File: src/depth_frame_config.svh
// frame size, field widths and pipeline depth for the depth write path, include where needed
`ifndef DEPTH_FRAME_CONFIG_SVH
`define DEPTH_FRAME_CONFIG_SVH

// frame size in pixels, kept small for simulation
`define FB_HRES 16
`define FB_VRES 8

// one depth cell per pixel
`define FB_DEPTH (`FB_HRES * `FB_VRES)

// ready cycles to wait after the last fragment
// covers everything still in flight toward the frame buffer
`define FLUSH_COUNT (3 * `FB_DEPTH)

// fragment depth from the rasterizer
`define Z_WIDTH 19

// stored depth, top bits of the fragment depth
`define KEY_WIDTH 12

// pixel width, taken from depth bits 16 down to 1
`define COLOR_WIDTH 16

// enough to address FB_DEPTH cells
`define ADDR_WIDTH 7

// request delay matching the depth ram read latency
`define TEST_STAGES 2

// farthest key, written by the clear pass
`define FAR_KEY {`KEY_WIDTH{1'b1}}

`endif

File: src/depth_frame_pkg.sv
// shared types for the depth write path, referenced by scoped name from each module
`default_nettype none

`include "depth_frame_config.svh"

package depth_frame_pkg;

  // one frame buffer / depth cell address
  typedef logic [`ADDR_WIDTH-1:0] addr_t;

  // raw fragment depth
  typedef logic [`Z_WIDTH-1:0] depth_t;

  // stored depth in the ram
  typedef logic [`KEY_WIDTH-1:0] key_t;

  // pixel sent to the frame buffer
  typedef logic [`COLOR_WIDTH-1:0] color_t;

  // frame sequencer states
  typedef enum logic [1:0] {
    COUNTING,
    FLUSHING,
    CLEARING
  } frame_state_e;

  // one write toward the depth test
  // clear set means unconditional write of the far key
  typedef struct packed {
    addr_t  addr;
    depth_t depth;
    color_t color;
    logic   clear;
  } write_req_t;

endpackage

`default_nettype wire

File: src/write_req_if.sv
// write request bundle from the frame sequencer to the depth test, instantiated in the top level
`default_nettype none

interface write_req_if;

  // request present this cycle, no handshake
  logic valid;

  // address, depth, color and clear flag
  depth_frame_pkg::write_req_t req;

  // depth ram lookup address
  depth_frame_pkg::addr_t read_addr;

  // sequencer side
  modport source (
    output valid,
    output req,
    output read_addr
  );

  // depth test side
  modport sink (
    input valid,
    input req,
    input read_addr
  );

endinterface

`default_nettype wire

File: src/stage_delay.sv
// fixed-length register delay line for any payload type, used inside the depth test
`default_nettype none

module stage_delay #(
  parameter type payload_t = logic,
  parameter int  STAGES    = 2
) (
  input  wire       clk_100_passthrough,
  input  wire       sys_rst,
  input  payload_t  d,
  output payload_t  q
);

  payload_t pipe [STAGES];

  // shift one stage per clock
  // cleared on reset so a valid line starts empty
  always_ff @(posedge clk_100_passthrough) begin
    if (sys_rst) begin
      for (int i = 0; i < STAGES; i++) begin
        pipe[i] <= '0;
      end
    end else begin
      pipe[0] <= d;
      for (int i = 1; i < STAGES; i++) begin
        pipe[i] <= pipe[i-1];
      end
    end
  end

  // oldest stage out
  assign q = pipe[STAGES-1];

endmodule

`default_nettype wire

File: src/depth_ram.sv
// read-first depth memory with a two-cycle registered read, used by the depth test
`default_nettype none

`include "depth_frame_config.svh"

module depth_ram (
  input  wire                            clk_100_passthrough,
  input  wire  depth_frame_pkg::addr_t   rd_addr,
  input  wire                            wr_en,
  input  wire  depth_frame_pkg::addr_t   wr_addr,
  input  wire  depth_frame_pkg::key_t    wr_key,
  output depth_frame_pkg::key_t          rd_key
);

  depth_frame_pkg::key_t mem [`FB_DEPTH];
  depth_frame_pkg::key_t rd_q;

  // zero means never written, accepted by any fragment
  initial begin
    for (int i = 0; i < `FB_DEPTH; i++) begin
      mem[i] = '0;
    end
  end

  // write port
  always_ff @(posedge clk_100_passthrough) begin
    if (wr_en) begin
      mem[wr_addr] <= wr_key;
    end
  end

  // read port, old contents on a same-address write
  // second register gives the two-cycle latency
  always_ff @(posedge clk_100_passthrough) begin
    rd_q   <= mem[rd_addr];
    rd_key <= rd_q;
  end

  // no write outside the frame
  wr_in_range: assert property (@(posedge clk_100_passthrough)
    wr_en |-> !$isunknown(wr_addr) && int'(wr_addr) < `FB_DEPTH);

endmodule

`default_nettype wire

File: src/depth_test_unit.sv
// depth compare and frame buffer write port, fed by the sequencer's request interface
`default_nettype none

`include "depth_frame_config.svh"

module depth_test_unit (
  write_req_if.sink                     wr,
  input  wire                           clk_100_passthrough,
  input  wire                           sys_rst,
  output logic                          fb_valid,
  output depth_frame_pkg::addr_t        fb_addr,
  output depth_frame_pkg::color_t       fb_color,
  output depth_frame_pkg::key_t         fb_key
);

  depth_frame_pkg::write_req_t req_d;
  logic                        valid_d;
  depth_frame_pkg::key_t       req_key;
  depth_frame_pkg::key_t       stored_key;
  logic                        accept;

  // request payload, lined up with the ram read
  stage_delay #(
    .payload_t (depth_frame_pkg::write_req_t),
    .STAGES    (`TEST_STAGES)
  ) req_delay (
    .clk_100_passthrough (clk_100_passthrough),
    .sys_rst             (sys_rst),
    .d                   (wr.req),
    .q                   (req_d)
  );

  // valid bit, same delay
  stage_delay #(
    .payload_t (logic),
    .STAGES    (`TEST_STAGES)
  ) valid_delay (
    .clk_100_passthrough (clk_100_passthrough),
    .sys_rst             (sys_rst),
    .d                   (wr.valid),
    .q                   (valid_d)
  );

  // accepted writes go back into the depth buffer
  depth_ram depth_ram_inst (
    .clk_100_passthrough (clk_100_passthrough),
    .rd_addr             (wr.read_addr),
    .wr_en               (accept),
    .wr_addr             (req_d.addr),
    .wr_key              (req_key),
    .rd_key              (stored_key)
  );

  // top depth bits form the key
  assign req_key = req_d.depth[`Z_WIDTH-1 -: `KEY_WIDTH];

  // nearer wins, empty cell always taken, clear always taken
  assign accept = valid_d &&
                  (req_d.clear || (req_key < stored_key) || (stored_key == '0));

  assign fb_valid = accept;
  assign fb_addr  = req_d.addr;
  assign fb_color = req_d.color;
  assign fb_key   = req_key;

  // clear request leaves as a far-key write TEST_STAGES later
  clear_is_far: assert property (@(posedge clk_100_passthrough) disable iff (sys_rst)
    (wr.valid && wr.req.clear) |-> ##(`TEST_STAGES) (fb_valid && fb_key == `FAR_KEY));

endmodule

`default_nettype wire

File: src/frame_sequencer.sv
// frame state machine choosing between fragment writes and the clear pass, used by the top level
`default_nettype none

`include "depth_frame_config.svh"

module frame_sequencer (
  input  wire                            clk_100_passthrough,
  input  wire                            sys_rst,
  input  wire                            frag_valid,
  input  wire  depth_frame_pkg::addr_t   frag_addr,
  input  wire  depth_frame_pkg::depth_t  frag_depth,
  input  wire                            frag_last_tri,
  input  wire                            frag_last_pixel,
  input  wire                            fb_ready,
  output logic                           frag_ready,
  output logic                           frame_sel,
  write_req_if.source                    wr
);

  localparam int FLUSH_W = $clog2(`FLUSH_COUNT);
  localparam logic [FLUSH_W-1:0] FLUSH_LAST = FLUSH_W'(`FLUSH_COUNT - 1);
  localparam depth_frame_pkg::addr_t CLEAR_LAST = `ADDR_WIDTH'(`FB_DEPTH - 1);

  depth_frame_pkg::frame_state_e state;
  logic [FLUSH_W-1:0]            flush_cnt;
  depth_frame_pkg::addr_t        clear_cnt;
  depth_frame_pkg::write_req_t   req;
  logic                          req_valid;

  // state machine and frame select
  always_ff @(posedge clk_100_passthrough) begin
    if (sys_rst) begin
      state     <= depth_frame_pkg::COUNTING;
      frame_sel <= 1'b0;
    end else begin
      case (state)
        depth_frame_pkg::COUNTING: begin
          // last pixel of last triangle, taken with fb ready
          if (frag_last_tri && frag_last_pixel && fb_ready) begin
            state <= depth_frame_pkg::FLUSHING;
          end
        end
        depth_frame_pkg::FLUSHING: begin
          if (flush_cnt == FLUSH_LAST) begin
            state     <= depth_frame_pkg::CLEARING;
            // swap to the frame just drawn
            frame_sel <= ~frame_sel;
          end
        end
        depth_frame_pkg::CLEARING: begin
          if (clear_cnt == CLEAR_LAST) begin
            state <= depth_frame_pkg::COUNTING;
          end
        end
        default: state <= depth_frame_pkg::COUNTING;
      endcase
    end
  end

  // flush wait, counts ready cycles only
  always_ff @(posedge clk_100_passthrough) begin
    if (sys_rst || state != depth_frame_pkg::FLUSHING) begin
      flush_cnt <= '0;
    end else if (fb_ready && flush_cnt != FLUSH_LAST) begin
      flush_cnt <= flush_cnt + 1'b1;
    end
  end

  // clear address, holds while the frame buffer stalls
  always_ff @(posedge clk_100_passthrough) begin
    if (sys_rst || state != depth_frame_pkg::CLEARING) begin
      clear_cnt <= '0;
    end else if (fb_ready && clear_cnt != CLEAR_LAST) begin
      clear_cnt <= clear_cnt + 1'b1;
    end
  end

  // request source by state
  always_comb begin
    if (state == depth_frame_pkg::CLEARING) begin
      req_valid   = 1'b1;
      req.addr    = clear_cnt;
      // far key in the top bits, rest don't matter
      req.depth   = {`FAR_KEY, {(`Z_WIDTH - `KEY_WIDTH){1'b0}}};
      req.color   = '0;
      req.clear   = 1'b1;
    end else begin
      // counting and flushing share the fragment path
      req_valid   = frag_valid;
      req.addr    = frag_addr;
      req.depth   = frag_depth;
      req.color   = frag_depth[`Z_WIDTH-3 -: `COLOR_WIDTH];
      req.clear   = 1'b0;
    end
  end

  assign wr.valid     = req_valid;
  assign wr.req       = req;
  // lookup at the same cell the write goes to
  assign wr.read_addr = req.addr;

  assign frag_ready = (state == depth_frame_pkg::COUNTING);

  // clear sweep stays inside the frame
  clear_in_range: assert property (@(posedge clk_100_passthrough) disable iff (sys_rst)
    state == depth_frame_pkg::CLEARING |-> int'(clear_cnt) <= `FB_DEPTH - 1);

endmodule

`default_nettype wire

File: src/depth_frame_top.sv
// top level of the depth-buffered write path between rasterizer and frame buffer
`default_nettype none

`include "depth_frame_config.svh"

module depth_frame_top (
  input  wire                       clk_100_passthrough,
  input  wire                       sys_rst,
  // fragment stream
  input  wire                       frag_valid,
  input  wire  [`ADDR_WIDTH-1:0]    frag_addr,
  input  wire  [`Z_WIDTH-1:0]       frag_depth,
  input  wire                       frag_last_tri,
  input  wire                       frag_last_pixel,
  output logic                      frag_ready,
  // frame buffer write side
  input  wire                       fb_ready,
  output logic                      fb_valid,
  output logic [`ADDR_WIDTH-1:0]    fb_addr,
  output logic [`COLOR_WIDTH-1:0]   fb_color,
  output logic [`KEY_WIDTH-1:0]     fb_key,
  output logic                      frame_sel
);

  // sequencer to depth test
  write_req_if wr_if ();

  frame_sequencer frame_sequencer_inst (
    .clk_100_passthrough (clk_100_passthrough),
    .sys_rst             (sys_rst),
    .frag_valid          (frag_valid),
    .frag_addr           (frag_addr),
    .frag_depth          (frag_depth),
    .frag_last_tri       (frag_last_tri),
    .frag_last_pixel     (frag_last_pixel),
    .fb_ready            (fb_ready),
    .frag_ready          (frag_ready),
    .frame_sel           (frame_sel),
    .wr                  (wr_if.source)
  );

  depth_test_unit depth_test_unit_inst (
    .wr                  (wr_if.sink),
    .clk_100_passthrough (clk_100_passthrough),
    .sys_rst             (sys_rst),
    .fb_valid            (fb_valid),
    .fb_addr             (fb_addr),
    .fb_color            (fb_color),
    .fb_key              (fb_key)
  );

endmodule

`default_nettype wire

File: config.mk
export PLATFORM = sky130hd
export DESIGN_NAME = depth_frame_top
export DESIGN_NICKNAME = d
export VERILOG_FILES = /design/src/depth_frame_pkg.sv /design/src/write_req_if.sv /design/src/stage_delay.sv /design/src/depth_ram.sv /design/src/depth_test_unit.sv /design/src/frame_sequencer.sv /design/src/depth_frame_top.sv
export VERILOG_INCLUDE_DIRS = /design/src
export SDC_FILE = /design/constraint.sdc
export NUM_CORES = 2
export LEC_CHECK = 0
export BUFFER_PORTS_ARGS = -buffer_cell sky130_fd_sc_hd__clkbuf_2
export CAP_MARGIN = 20
export CORE_AREA = 2 2 429 388
export DETAILED_ROUTE_END_ITERATION = 8
export DIE_AREA = 0 0 431 390
export SYNTH_ARGS = -nofsm -noshare
export SYNTH_HDL_FRONTEND = slang
export SYNTH_SLANG_ARGS = --single-unit
File: constraint.sdc
create_clock -name clk_100_passthrough -period 9.6 [get_ports clk_100_passthrough]
set_clock_uncertainty 0.15 [all_clocks]
set_input_delay 0.96 -clock clk_100_passthrough [delete_from_list [all_inputs] [get_ports clk_100_passthrough]]
set_output_delay 0.96 -clock clk_100_passthrough [all_outputs]
set_load 0.05 [all_outputs]
## Yosys cells after proc, flatten, opt, wreduce, memory -nomap -nowiden

Memory sizes are Yosys's and may differ from the RTL's. A register that Yosys moved wholly into a read port is not among the register bits.
Cells that the tools add are included.
W data, S select, Z words.

- Add/subtract/negate cells: 2
- Order comparisons: 1
- Eq/ne operators: 11
- Mux-type cells: 15
- Bitwise logic cells: 5
- Reduce and logical (&&, ||, !) cells: 13

Operators with widths:

| kind | count |
|---|---|
| $mux W43 | 3 |
| $logic_not A12 Y1 | 1 |
| $lt A12 B12 Y1 | 1 |
| $add A9 B1 Y9 const B | 1 |
| $eq A9 B9 Y1 const B | 1 |
| $ne A9 B9 Y1 const B | 1 |
| $mux W1 | 8 |
| $ne A2 B1 Y1 const B | 4 |
| $add A7 B1 Y7 const B | 1 |
| $eq A7 B7 Y1 const B | 1 |
| $ne A7 B7 Y1 const B | 1 |
| $mux W2 | 3 |
| $pmux W2 S3 | 1 |
| $logic_and A1 B1 Y1 | 5 |
| $logic_or A1 B1 Y1 | 4 |
| $or A1 B1 Y1 | 4 |
| $reduce_and A3 Y1 | 1 |
| $eq A2 B1 Y1 const B | 1 |
| $eq A2 B2 Y1 const B | 1 |
| $logic_not A2 Y1 | 1 |
| $ne A2 B2 Y1 const B | 1 |
| $reduce_and A2 Y1 | 1 |
| $not A1 Y1 | 1 |

- Register bits after elaboration: 31
- Bits in writable memories: 1,624
- Input port bits: 32
- Output and inout bits: 38
- Word-level logic and storage cells: 55
- Memories kept: 3

Memory list:

| name | words | width | rd ports | clocked after Yosys merged registers in | wr ports | line | source |
|---|---|---|---|---|---|---|---|
| depth_test_unit_inst.depth_ram_inst.mem | 128 | 12 | 1 | 1 | 1 | depth_ram.sv:15 | `` depth_frame_pkg::key_t mem [`FB_DEPTH]; `` |
| depth_test_unit_inst.req_delay.pipe | 2 | 43 | 2 | 0 | 2 | stage_delay.sv:14 | `payload_t pipe [STAGES];` |
| depth_test_unit_inst.valid_delay.pipe | 2 | 1 | 2 | 0 | 2 | stage_delay.sv:14 |  |

## Depth between registers and ports, before layout

- Word-level depth: 6
- Mapped depth: 13
- Mapped depth without buffers: 9

## Modules after synthesis

A second synthesis with hierarchy kept.

- Cell total of the unflattened synthesis: 2,824
- Area, all modules: 63,766.2 um^2

Modules (own cells, without submodules):

| module | instances | cells each | area each (um^2) | sequential area each (um^2) |
|---|---|---|---|---|
| depth_ram | 1 | 2,374 | 59,368.2 | 46,604.7 |
| stage_delay (depth_test_unit_inst.req_delay) | 1 | 224 | 2,655.0 | 1,721.7 |
| frame_sequencer | 1 | 176 | 1,366.3 | 380.4 |
| depth_test_unit | 1 | 46 | 324.1 | 0.0 |
| stage_delay (depth_test_unit_inst.valid_delay) | 1 | 4 | 52.6 | 40.0 |

## Worst setup path after synthesis

No wires, ideal clock.

- Path type: reg2reg
- Start point: mem depth_test_unit_inst.req_delay.pipe[0][68] (netlist bit)
- End point: mem depth_test_unit_inst.depth_ram_inst.mem[108][0] (netlist bit), enable pin
- Setup time: 0.396 ns
- Arrival: 4.341 ns
- Required time: 9.054 ns
- Slack: 4.712 ns
- Stages on the path, launching flop included: 10
- Buffers on the path: 2
- Period minus slack after synthesis: 4.888 ns
- Cell sequence: dfxtp_1 > ha_1 > a21o_1 > a21o_1 > a21oi_1 > o211a_1 > o21bai_1 > clkbuf_1 > buf_1 > nor3_1

RTL lines:

| element | line |
|---|---|
| start: declaration | stage_delay.sv:14 |
| end: declaration | depth_ram.sv:15 |

## Worst setup path after layout

- Start point: reg frame_sequencer_inst.state[0]
- End point: reg depth_test_unit_inst.depth_ram_inst.rd_q[6], read port of depth_test_unit_inst.depth_ram_inst.mem

- Longest elaborated chain between the ends: 2

RTL lines:

| element | line | source |
|---|---|---|
| start: declaration | frame_sequencer.sv:24 | `depth_frame_pkg::frame_state_e state;` |
| start signal: assignment | frame_sequencer.sv:33 | `state <= depth_frame_pkg::COUNTING;` |
| start signal: assignment | frame_sequencer.sv:40 | `state <= depth_frame_pkg::FLUSHING;` |
| start signal: assignment | frame_sequencer.sv:45 | `state <= depth_frame_pkg::CLEARING;` |
| $eq A2 B2 Y1 | frame_sequencer.sv:80 | `if (state == depth_frame_pkg::CLEARING) begin` |
| $mux W43 | frame_sequencer.sv:80 |  |
| end: declaration | depth_ram.sv:16 | `depth_frame_pkg::key_t rd_q;` |

Every way passes these cells.
A chain may end at the register's enable or synchronous reset.

==> flow_summary.ini <==
[status]
outcome = finished clean

[global_routing]
overflow = 0
grt_pass1_vias = 35000
grt_pass1_wl_um = 247000
antenna_found_initial = 13
grt_max_degree = 132
grt_usage_pct = 20.1

[timing]
hold_viol = 0
worst_pin_slew_ps = 1170
post-route-min-period_ps = 4990
slew_headroom_pct = 21.7
fmax_ghz = 0.201
finalSetupViolCount = 0
slew_violations = 0
setup-tns-final_ps = 0
finalCritPeriodShare_pct = 51.9
rsz0062_at_grt = false

[cells_and_area]
final_nets = 4174
drive_gt1_share_pct = 20.2
final_core_util_pct = 45.4
area_delta_synth_final_pct = 14.2
most-common-layout-cells = edfxtp_1 (1,536), nand2_1 (394), mux2i_1 (223)
layout_commonest_cell = edfxtp_1
stdcell_count = 6412

[clocking]
cts_setup_buffers = 0
cts.path.max_buffers = 3
path_clk_slew_ps = 60
cts_hold_buf = 0
post_cts_resize_count = 0
numCtsBuffers = 164
cts_root_buf = clkbuf_16
cts.sinks = 1653
clk-insertion-delay-late_ps = 800
cts_tree = yes
htree_levels = 4

[floorplan]
rows = 141
fp.dieH_um = 390
die_x_um = 431
core_um2 = 164000
initial_core_util_pct = 39.8
pin_count = 70
dieArea_um2 = 168000

[routing]
num_vias = 36800
first_pass_iters = 5
ant_nets = 0
drt_iter0_drc = 4216
via_per_inst = 5.73
routedWlPerCell_um = 26.7
drt-total-wl_um = 171000
route.detailed.drc = 0

[setup_path]
crit_path_end_kind = flip-flop
critPathLaunchType = flip-flop
required_ps = 10150
critPathKind = reg -> reg
critPathArrivalTime_ps = 5540
critPathMaxFanout = 88

[logic_synthesis]
syn-cell-area_um2 = 65100
synth_enable_flop_cells = 1536
synth_top_area_share_pct = 70.9
synth_top_cell_by_area = edfxtp_1
yosysUniqueCellTypes = 64
yosysSeqAreaShare_pct = 74.5
syn-num-nets = 4036
ys_async_sr_fraction_pct = 0
synth_warnings = 0
ys_ff_latch = 1653
synth_cells = 3991
yosys-top-cells-area = edfxtp_1 (71%), mux4_2 (4.2%), dfxtp_1 (3.6%)
synthFlopType = edfxtp_1
syn_area_per_cell_um2 = 16.3

[place]
gp_congestion = 0.847
place_hpwl_um = 102000
port_buffers = 68
placed_cells = 6058

[pwr]
leakagePower_nw = 24.7
vdd_drop_max_mv = 0.131
power.density_nw_per_um2 = 198

[min_path]
worst_hold_path_type = reg -> reg

[job]
maxCapViolCount = 0
-- final timing paths --
check	endpoint	from	slack, ps	cells past startpoint
worst max register to register	depth_test_unit_inst.depth_ram_inst.rd_q[6]$_DFF_P_	frame_sequencer_inst.state[0]$_SDFFE_PP0P_	4610	10
worst min register to register	depth_test_unit_inst.depth_ram_inst.rd_key[10]$_DFF_P_	depth_test_unit_inst.depth_ram_inst.rd_q[10]$_DFF_P_	180	0
worst min-delay path	depth_test_unit_inst.depth_ram_inst.rd_key[10]$_DFF_P_	depth_test_unit_inst.depth_ram_inst.rd_q[10]$_DFF_P_	180	0
worst max-delay path	depth_test_unit_inst.depth_ram_inst.rd_q[6]$_DFF_P_	frame_sequencer_inst.state[0]$_SDFFE_PP0P_	4610	10
-- critical path, cell delays in order (launching register included) --
cell	delay (ps)
dfxtp_1	700
nand2b_1	400
mux2i_4	270
buf_4	600
buf_4	880
nor4_2	110
buf_4	240
a22oi_1	230
nand4_1	360
or4_1	650
nor3_1	230
-- cell families after synthesis --
logic type                 Yosys count  share of synthesized area, %
buffers and inverters              431                          3.22
AOI/OAI and AO/OA                  492                          5.82
xor gates and xnor gates            12                         0.162
DFF                               1653                          74.5
and+or+nand+nor                    971                          7.08
muxes                              419                          8.96
adders and majority gates           13                         0.250
-- through the flow --
| step | setup WS [ps] | cell area, um^2 | hold slack [ps] | total power, W |
|---|---|---|---|---|
| after CTS | 4550 | 73700 | 167 | 0.0148 |
| final | 4610 | 74300 | 177 | 0.0147 |
| after floorplan | 4710 | 65100 | 160 | 0.00848 |
| after global placement | 4310 | 68400 | 165 | 0.00873 |
| after global routing | 4360 | 74300 | 182 | 0.0152 |
| after detailed placement | 4540 | 68600 | 162 | 0.00874 |
-- final cells by class --
cell class                 count  area (um^2)
timing repair buffer         275         2210
antenna                        6         15.0
clock buffer                 237         4610
clock inverter                61          498
inverter                     128          480
tap                         2145         2680
fill                       13900        89200
multi-input combinational   1907        15300
sequential                  1653        48500
-- Yosys cell counts (17+ instances only) --
master and n:
nand3_1 154, a41oi_1 24, o21ai_0 17, mux4_2 122, and2_1 17, nand2_1 395
buf_2 80, o2111ai_1 101, nor3_1 142, mux2_2 70, mux2i_1 224, a22oi_1 80
edfxtp_1 1536, nand4_1 78, buf_6 17, a31oi_1 24, o22ai_1 35, dfxtp_1 117
nor2_1 68, o211ai_1 154, clkbuf_1 128, buf_4 63, nor4_1 33, inv_1 127
nor2b_1 43
-- layer usage --
metal | GRT usage [%] | up-vias | wire length, um
met5 | 0 | - | 37
met4 | 6.14 | 6 | 4440
met3 | 3.29 | 256 | 12800
met2 | 30.4 | 1508 | 77600
met1 | 29.8 | 19000 | 76200
li1 | - | 16000 | -
-- registers in the layout (all words and copies together) (netlist names) --
name and cells:
frame_sequencer_inst.state 2, depth_test_unit_inst.depth_ram_inst.rd_q 12, depth_test_unit_inst.depth_ram_inst.rd_key 12, depth_test_unit_inst.req_delay.pipe 72, depth_test_unit_inst.depth_ram_inst.mem 1536, frame_sequencer_inst.frame_sel 1
depth_test_unit_inst.valid_delay.pipe 2, frame_sequencer_inst.clear_cnt 7, frame_sequencer_inst.flush_cnt 9
-- report_power, final --
part           leakage (nW)  switching, W  internal, W  total [W]
Sequential             15.2     0.0000430      0.00788    0.00792
Clock                  2.49       0.00266      0.00350    0.00616
Combinational          7.00      0.000470     0.000192   0.000662
(Power assumes the default switching activity.)
